[src/hw/sine_quarter.hex]
// one column, 11-bit magnitude, entry i = 2047 * sin((i + 0.5) * 90 / 64 deg)
019
04B
07E
0B0
0E2
113
145
177
1A8
1D9
20A
23A
26A
29A
2C9
2F8
327
354
382
3AF
3DB
407
432
45C
486
4AF
4D7
4FF
526
54C
571
596
5B9
5DC
5FD
61E
63E
65D
67B
698
6B4
6CF
6E9
701
719
730
745
759
76D
77F
790
79F
7AE
7BB
7C8
7D3
7DC
7E5
7EC
7F3
7F7
7FB
7FE
7FF

[src/hw/keyboard_pkg.sv]
package keyboard_pkg;

   ////////////////////////////////////////
   // event codes
   ////////////////////////////////////////

   localparam int event_code_width = 8;   // one decoded event per pulse
   localparam int break_flag_bit   = 7;   // 0 make, 1 break

   // low seven bits carry key index + 1
   // make 0x01..0x11, break 0x81..0x91, anything else ignored

   ////////////////////////////////////////
   // held key bitmap
   ////////////////////////////////////////

   localparam int num_keys = 17;

   localparam int key_1     = 0;   // number keys pick the waveform
   localparam int key_2     = 1;
   localparam int key_3     = 2;
   localparam int key_4     = 3;
   localparam int key_5     = 4;
   localparam int key_6     = 5;
   localparam int key_7     = 6;
   localparam int key_8     = 7;
   localparam int key_f1    = 8;
   localparam int key_f2    = 9;
   localparam int key_n     = 10;
   localparam int key_m     = 11;
   localparam int key_space = 12;
   localparam int key_left  = 13;   // arrows last
   localparam int key_right = 14;
   localparam int key_up    = 15;
   localparam int key_down  = 16;

endpackage

[src/hw/scope_pkg.sv]
package scope_pkg;

   ////////////////////////////////////////
   // waveform choice
   ////////////////////////////////////////

   typedef enum logic [1:0]
   {
      wave_sine   = 2'd0,
      wave_cosine = 2'd1,
      wave_square = 2'd2,
      wave_saw    = 2'd3
   } wave_select_t;

   ////////////////////////////////////////
   // widths
   ////////////////////////////////////////

   localparam int wave_width  = 12;   // signed two's complement sample
   localparam int scope_width = 8;    // offset binary, top bits of the wave

   // quarter wave magnitude table, mirrored and negated for a full turn
   localparam int quarter_table_depth = 64;

endpackage

[src/hw/keyboard_controls.sv]
`timescale 1ns/1ns

module keyboard_controls
(
   input  logic                                        CLK_25MHZ,
   input  logic                                        reset_from_key,
   input  logic                                        event_valid,   // one pulse per event
   input  logic [keyboard_pkg::event_code_width-1:0]   event_code,
   output logic [keyboard_pkg::num_keys-1:0]           held_keys,
   output scope_pkg::wave_select_t                     wave_select
);

   localparam int key_index_width = $clog2(keyboard_pkg::num_keys);

   ////////////////////////////////////////
   // event decode
   ////////////////////////////////////////

   logic [keyboard_pkg::break_flag_bit-1:0] key_code;   // key index + 1
   logic [key_index_width-1:0]              key_index;
   logic                                    is_break;
   logic                                    code_known;
   logic                                    key_event;

   assign key_code  = event_code[keyboard_pkg::break_flag_bit-1:0];
   assign is_break  = event_code[keyboard_pkg::break_flag_bit];
   assign key_index = key_index_width'(key_code - 1'b1);   // only meaningful when known

   // codes 0 and above the last key are dropped
   assign code_known = (key_code != '0) && (key_code <= keyboard_pkg::num_keys);
   assign key_event  = event_valid && code_known;

   ////////////////////////////////////////
   // held bitmap
   ////////////////////////////////////////

   always_ff @(posedge CLK_25MHZ)
   begin
      if (reset_from_key)
      begin
         held_keys <= '0;
      end
      else if (key_event)
      begin
         held_keys[key_index] <= ~is_break;   // make sets, break clears
      end
   end

   ////////////////////////////////////////
   // waveform latch
   ////////////////////////////////////////

   // only make events of keys 1..4 move it, release keeps the choice
   always_ff @(posedge CLK_25MHZ)
   begin
      if (reset_from_key)
      begin
         wave_select <= scope_pkg::wave_sine;
      end
      else if (key_event && !is_break)
      begin
         case (key_index)
            keyboard_pkg::key_1: wave_select <= scope_pkg::wave_sine;
            keyboard_pkg::key_2: wave_select <= scope_pkg::wave_cosine;
            keyboard_pkg::key_3: wave_select <= scope_pkg::wave_square;
            keyboard_pkg::key_4: wave_select <= scope_pkg::wave_saw;
            default:             wave_select <= wave_select;   // other keys leave it
         endcase
      end
   end

endmodule

[src/hw/nco_waveform_gen.sv]
`timescale 1ns/1ns

module nco_waveform_gen
#(
   parameter int phase_width = 32
)
(
   input  logic                                     CLK_25MHZ,
   input  logic                                     reset_from_key,
   input  logic [phase_width-1:0]                   phase_inc,     // added every cycle
   input  scope_pkg::wave_select_t                  wave_select,
   output logic signed [scope_pkg::wave_width-1:0]  wave_sample
);

   localparam int index_width = $clog2(scope_pkg::quarter_table_depth);
   localparam int mag_width   = scope_pkg::wave_width - 1;   // sign comes from phase

   // quarter turn, top two phase bits = 01
   localparam logic [phase_width-1:0] quarter_turn = {2'b01, {(phase_width-2){1'b0}}};

   ////////////////////////////////////////
   // phase accumulator
   ////////////////////////////////////////

   logic [phase_width-1:0] phase;
   logic [phase_width-1:0] cos_phase;

   always_ff @(posedge CLK_25MHZ)
   begin
      if (reset_from_key)
      begin
         phase <= '0;
      end
      else
      begin
         phase <= phase + phase_inc;   // wraps, one full turn per 2^phase_width
      end
   end

   assign cos_phase = phase + quarter_turn;

   ////////////////////////////////////////
   // quarter wave table
   ////////////////////////////////////////

   logic [mag_width-1:0] quarter_rom [0:scope_pkg::quarter_table_depth-1];

   initial
   begin
      $readmemh("/design/src/hw/sine_quarter.hex", quarter_rom);
   end

   // full turn from the quarter table
   // bit 30 mirrors the index, bit 31 flips the sign
   function automatic logic signed [scope_pkg::wave_width-1:0] sine_of
   (
      input logic [phase_width-1:0] ph
   );
      logic [index_width-1:0] raw_index;
      logic [index_width-1:0] rom_index;
      logic [mag_width-1:0]   magnitude;
      raw_index = ph[phase_width-3 -: index_width];
      rom_index = ph[phase_width-2] ? ~raw_index : raw_index;   // falling quarter
      magnitude = quarter_rom[rom_index];
      if (ph[phase_width-1])
         sine_of = -$signed({1'b0, magnitude});   // lower half turn
      else
         sine_of = $signed({1'b0, magnitude});
   endfunction

   ////////////////////////////////////////
   // four waveforms
   ////////////////////////////////////////

   logic signed [scope_pkg::wave_width-1:0] sin_value;
   logic signed [scope_pkg::wave_width-1:0] cos_value;
   logic signed [scope_pkg::wave_width-1:0] square_value;
   logic signed [scope_pkg::wave_width-1:0] saw_value;

   always_comb
   begin
      sin_value    = sine_of(phase);
      cos_value    = sine_of(cos_phase);   // sine a quarter turn ahead
      square_value = phase[phase_width-1] ? 12'sh800 : 12'sh7ff;   // full scale both ways
      saw_value    = $signed(phase[phase_width-1 -: scope_pkg::wave_width]);
   end

   // registered selection, one cycle from select to sample
   always_ff @(posedge CLK_25MHZ)
   begin
      case (wave_select)
         scope_pkg::wave_sine:   wave_sample <= sin_value;
         scope_pkg::wave_cosine: wave_sample <= cos_value;
         scope_pkg::wave_square: wave_sample <= square_value;
         default:                wave_sample <= saw_value;   // wave_saw
      endcase
   end

endmodule

[src/hw/scope_sample_pacer.sv]
`timescale 1ns/1ns

module scope_sample_pacer
#(
   parameter int sample_divide = 70000
)
(
   input  logic                                     CLK_25MHZ,
   input  logic                                     reset_from_key,
   input  logic signed [scope_pkg::wave_width-1:0]  wave_sample,
   input  logic                                     sample_ready,
   output logic                                     sample_valid,
   output logic [scope_pkg::scope_width-1:0]        sample_data
);

   localparam int count_width = $clog2(sample_divide + 1);

   ////////////////////////////////////////
   // tick divider
   ////////////////////////////////////////

   logic [count_width-1:0] tick_count;
   logic                   tick;

   assign tick = (tick_count == '0);   // one cycle in sample_divide

   always_ff @(posedge CLK_25MHZ)
   begin
      if (reset_from_key || tick)
      begin
         tick_count <= count_width'(sample_divide - 1);   // reload
      end
      else
      begin
         tick_count <= tick_count - 1'b1;
      end
   end

   ////////////////////////////////////////
   // one entry output register
   ////////////////////////////////////////

   logic load;
   logic accept;

   assign accept = sample_valid && sample_ready;
   assign load   = tick && (!sample_valid || sample_ready);   // tick into a full register is lost

   always_ff @(posedge CLK_25MHZ)
   begin
      if (reset_from_key)
         sample_valid <= 1'b0;
      else if (load)
         sample_valid <= 1'b1;   // refill wins over the transfer
      else if (accept)
         sample_valid <= 1'b0;
   end

   // offset binary, sign inverted, top bits kept
   always_ff @(posedge CLK_25MHZ)
   begin
      if (load)
      begin
         sample_data <= {~wave_sample[scope_pkg::wave_width-1],
                         wave_sample[scope_pkg::wave_width-2 -: scope_pkg::scope_width-1]};
      end
   end

endmodule

[src/hw/scope_signal_top.sv]
`timescale 1ns/1ns

module scope_signal_top
#(
   parameter int phase_width   = 32,
   parameter int sample_divide = 70000   // about 357 samples per second at 25 MHz
)
(
   input  logic                                        CLK_25MHZ,
   input  logic                                        reset_from_key,
   input  logic                                        event_valid,
   input  logic [keyboard_pkg::event_code_width-1:0]   event_code,
   input  logic [phase_width-1:0]                      phase_inc,
   input  logic                                        sample_ready,
   output logic                                        sample_valid,
   output logic [scope_pkg::scope_width-1:0]           sample_data,
   output logic [keyboard_pkg::num_keys-1:0]           held_keys,
   output scope_pkg::wave_select_t                     wave_select
);

   logic signed [scope_pkg::wave_width-1:0] wave_sample;   // generator to pacer

   ////////////////////////////////////////
   // keys, generator, pacer
   ////////////////////////////////////////

   keyboard_controls keys
   (
      .CLK_25MHZ      (CLK_25MHZ),
      .reset_from_key (reset_from_key),
      .event_valid    (event_valid),
      .event_code     (event_code),
      .held_keys      (held_keys),
      .wave_select    (wave_select)
   );

   nco_waveform_gen #(.phase_width(phase_width)) waves
   (
      .CLK_25MHZ      (CLK_25MHZ),
      .reset_from_key (reset_from_key),
      .phase_inc      (phase_inc),
      .wave_select    (wave_select),
      .wave_sample    (wave_sample)
   );

   scope_sample_pacer #(.sample_divide(sample_divide)) pacer
   (
      .CLK_25MHZ      (CLK_25MHZ),
      .reset_from_key (reset_from_key),
      .wave_sample    (wave_sample),
      .sample_ready   (sample_ready),
      .sample_valid   (sample_valid),
      .sample_data    (sample_data)
   );

endmodule

[config.mk]
export PLATFORM = sky130hd
export DESIGN_NAME = scope_signal_top
export DESIGN_NICKNAME = d
export VERILOG_FILES = /design/src/hw/keyboard_pkg.sv /design/src/hw/scope_pkg.sv /design/src/hw/keyboard_controls.sv /design/src/hw/nco_waveform_gen.sv /design/src/hw/scope_sample_pacer.sv /design/src/hw/scope_signal_top.sv
export SDC_FILE = /design/constraint.sdc
export NUM_CORES = 1
export LEC_CHECK = 0
export BUFFER_PORTS_ARGS = -buffer_cell sky130_fd_sc_hd__buf_2
export CAP_MARGIN = 40
export CELL_PAD_IN_SITES_DETAIL_PLACEMENT = 0
export CELL_PAD_IN_SITES_GLOBAL_PLACEMENT = 2
export CORE_ASPECT_RATIO = 1.25
export CORE_MARGIN = 2
export CORE_UTILIZATION = 34
export DETAILED_ROUTE_END_ITERATION = 12
export HOLD_SLACK_MARGIN = 0.08
export PLACE_DENSITY = 0.87
export SYNTH_ARGS = -nofsm -noshare
export SYNTH_HDL_FRONTEND = slang
export SYNTH_SLANG_ARGS = --single-unit
[constraint.sdc]
create_clock -name CLK_25MHZ -period 2.85 [get_ports CLK_25MHZ]
set_input_delay 0.1425 -clock CLK_25MHZ [delete_from_list [all_inputs] [get_ports CLK_25MHZ]]
set_output_delay 0.1425 -clock CLK_25MHZ [all_outputs]
set_load 0.005 [all_outputs]
==> results_dict.tcl <==
set metrics [dict create \
    synth_common_cells "nor2_1, dfxtp_1, nand2_1, a21oi_1, ha_1" \
    rows 48 \
    layout-drive-gt1-share_pct 15.5 \
    timing_worst_setup_path_type "reg -> reg" \
    ys_warn_count 0 \
    cts_tree "yes" \
    cts-root-buf "clkbuf_16" \
    cp_common_cell "a21oi_1" \
    synth_top_area_share_pct 32.6 \
    ant_nets 0 \
    power_mw 4.77 \
    avgRoutedWirePerCell_um 15.0 \
    die-area_sq_mm 0.0149 \
    cts_sinks 85 \
    tightest_slew_ns 0.888 \
    syn_area_per_cell_sq_um 8.43 \
    cts_made_buffers 9 \
    hpwl_um 9440 \
    endpoint_kind "flip-flop" \
    die_x_um 109 \
    antenna_found_initial 3 \
    yosys.area_share.simple_pct 22.1 \
    min_path_type "in -> reg" \
    peakVddDrop_uv 404 \
    port_buffers 71 \
    pre_cts_slack_ns 0.334 \
    fin_crit_ns 2.51 \
    synth_edf_count 8 \
    synth_xor_area_share_pct 5.74 \
    clk-insertion-delay-late_ns 0.34 \
    rsz0062_at_grt "false" \
    max_stage_delay_ns 0.43 \
    arrival_ns 2.74 \
    grt_pass1_wl_um 20100 \
    critPathMaxFanout 3 \
    crit_family "compound AO/OA/AOI/OAI gates" \
    fin_setup_tns_ns 0 \
    yosysMostFrequentCell "nor2_1" \
    ios 72 \
    cts.htree.levels 3 \
    routed_via_density 5.13 \
    setup-violations-final 0 \
    yosys.area.top_type "dfxtp_1" \
    first_pass_iters 4 \
    grt_max_degree 45 \
    fin_ws_ns 0.342 \
    status "finished, final reports clean" \
    die_h_um 136 \
    fin_util_pct 40.4 \
    syn_inst 561 \
    synth_nets 639 \
    r2r_end "waves.phase[24]" \
    cts.repair.resized 0 \
    synth_top_family_by_area "simple AND/OR/NAND/NOR gates" \
    routed_wl_um 12100 \
    cts_buffer_depth 2 \
    synth_ff_type "dfxtp_1" \
    synthesis.area_sq_mm 0.00473 \
    path_cells "ha_1 -> fa_1 -> a21oi_1 -> o221ai_1 -> o211a_1 -> a21o_1 -> a21oi_1 -> mux2_1" \
    regToRegSetupSlack_ns 0.34 \
    cap_violations 0 \
    synth_compound_area_share_pct 20.6 \
    cp-endpoint "waves.phase[24]" \
    synth_fa_ha_area_share_pct 9.15 \
    place.gp.congestion 0.835 \
    r2r_cells 8 \
    grt_pass1_vias 4187 \
    timing.rr.start "waves.phase[0]" \
    hold_viol 0 \
    async_reset_ff_share_pct 0 \
    slew_viol_final 0 \
    drc 0 \
    muxShareOfSynthArea_pct 2.14 \
    grt_usage_pct 17.4 \
    start_util_pct 34.5 \
    syn2layout_area_growth_pct 16.9 \
    slowest_stage "fa_1" \
    startpoint_type "flip-flop" \
    final_nets 704 \
    critPathLaunch "waves.phase[0]" \
    seq_area_frac_synth_pct 37.7 \
    vias 4143 \
    coreArea_sq_mm 0.0137 \
    grt.overflow.total 0 \
    powerDensity_mw_per_mm2 863 \
    crit_buf_inv 0 \
    first_iter_violations 113 \
    finClkSkew_ns 0.00943 \
    synth_area_leaders "dfxtp_1, ha_1, nor2_1" \
    cts.reportedPaths.clkPinSlew_ns 0.07 \
    slew_headroom_pct 40.8 \
    worstPathRequired_ns 3.08 \
    ys_seq_elements 85 \
    cp.depth 8 \
    power_leakage_nw 2.23 \
    period_share_pct 88.0 \
    timing.fmax_ghz 0.399 \
    ys_types 61 \
]
worst reg2reg max path, stage by stage (launching register included):
cell	delay, ns
dfxtp_1	0.30
ha_1	0.21
fa_1	0.43
a21oi_1	0.23
o221ai_1	0.22
o211a_1	0.32
a21o_1	0.20
a21oi_1	0.16
mux2_1	0.33
metal layers:
layer  vias up  wire [um]  track usage [%]
met5         -         24                0
met4         4        199             6.68
met3        15        553             4.55
met2        75       6140             30.3
met1      1900       5180             20.0
li1       2149          -                -
cells by family after synthesis:
kind of cell,after synthesis
AO/OA/AOI/OAI,143
buffers and inverters,31
adder cells (fa/ha/maj),34
AND/OR/NAND/NOR,228
multiplexers,9
flip-flops,85
XOR/XNOR,31
placed cells by master, fill, tap and decap left out, drive strengths merged, types with 5 or more instances in the layout:
master	synthesis	final
xnor2	24	24
ha	33	33
clkbuf	13	10
nor2b	14	14
mux2	9	9
a21oi	45	45
nor3	16	16
edfxtp	8	8
nand3	11	11
nor4	7	7
o21bai	5	5
nand4	10	10
xor2	7	7
buf	7	73
nand2	57	57
a211oi	19	19
dfxtp	77	77
o21ai	23	23
a21o	7	7
nor2	92	92
a21boi	10	10
inv	11	14
through the flow:
| stage | area [sq um] | hold WS (ns) | instances |
|---|---|---|---|
| 2_1_floorplan | 4730 | 0.341 | 561 |
| 3_3_place_gp | 5240 | 0.385 | 789 |
| 3_5_place_dp | 5240 | 0.389 | 789 |
| 4_1_cts | 5520 | 0.118 | 806 |
| 5_1_grt | 5520 | 0.136 | 806 |
| 6_report | 5530 | 0.129 | 807 |
layout make-up:
cell class                 instances  area [sq um]
tap                              175           219
sequential                        85          1780
clock buffer                      10           229
timing repair buffer              74           380
antenna                            1          2.50
clock inverter                     6          46.3
multi-input combinational        445          2830
fill                            1420          8170
inverter                          11          41.3
repair_timing:
action	CTS	global route
setup buffers	0	0
hold buffers	1	0
hold endpoints to repair	1	0
worst min path at each step:
stage,from,end,slack (ns),depth (start not counted)
6_report,phase_inc[0],waves.phase[0],0.13,3
5_1_grt,phase_inc[31],waves.phase[31],0.14,4
4_1_cts,phase_inc[0],waves.phase[0],0.12,3
3_5_place_dp,pacer.tick_count[0],pacer.tick_count[0],0.39,1
3_3_place_gp,pacer.tick_count[0],pacer.tick_count[0],0.38,1
2_1_floorplan,sample_ready,pacer.sample_valid,0.34,2
sequential cells by signal, summed over array words and instances (netlist names):
signal and flops:
waves.phase 32, pacer.sample_valid 1, waves.wave_sample 8, keys.held_keys 17, pacer.tick_count 17, keys.wave_select 2
pacer.sample_data 8
power by group:
group | switching [mW] | internal [mW]
clock network | 0.505 | 0.598
logic | 1.29 | 0.874
registers | 0.0889 | 1.41
total | 1.88 | 2.89
Power figures use the tool's default switching activity.
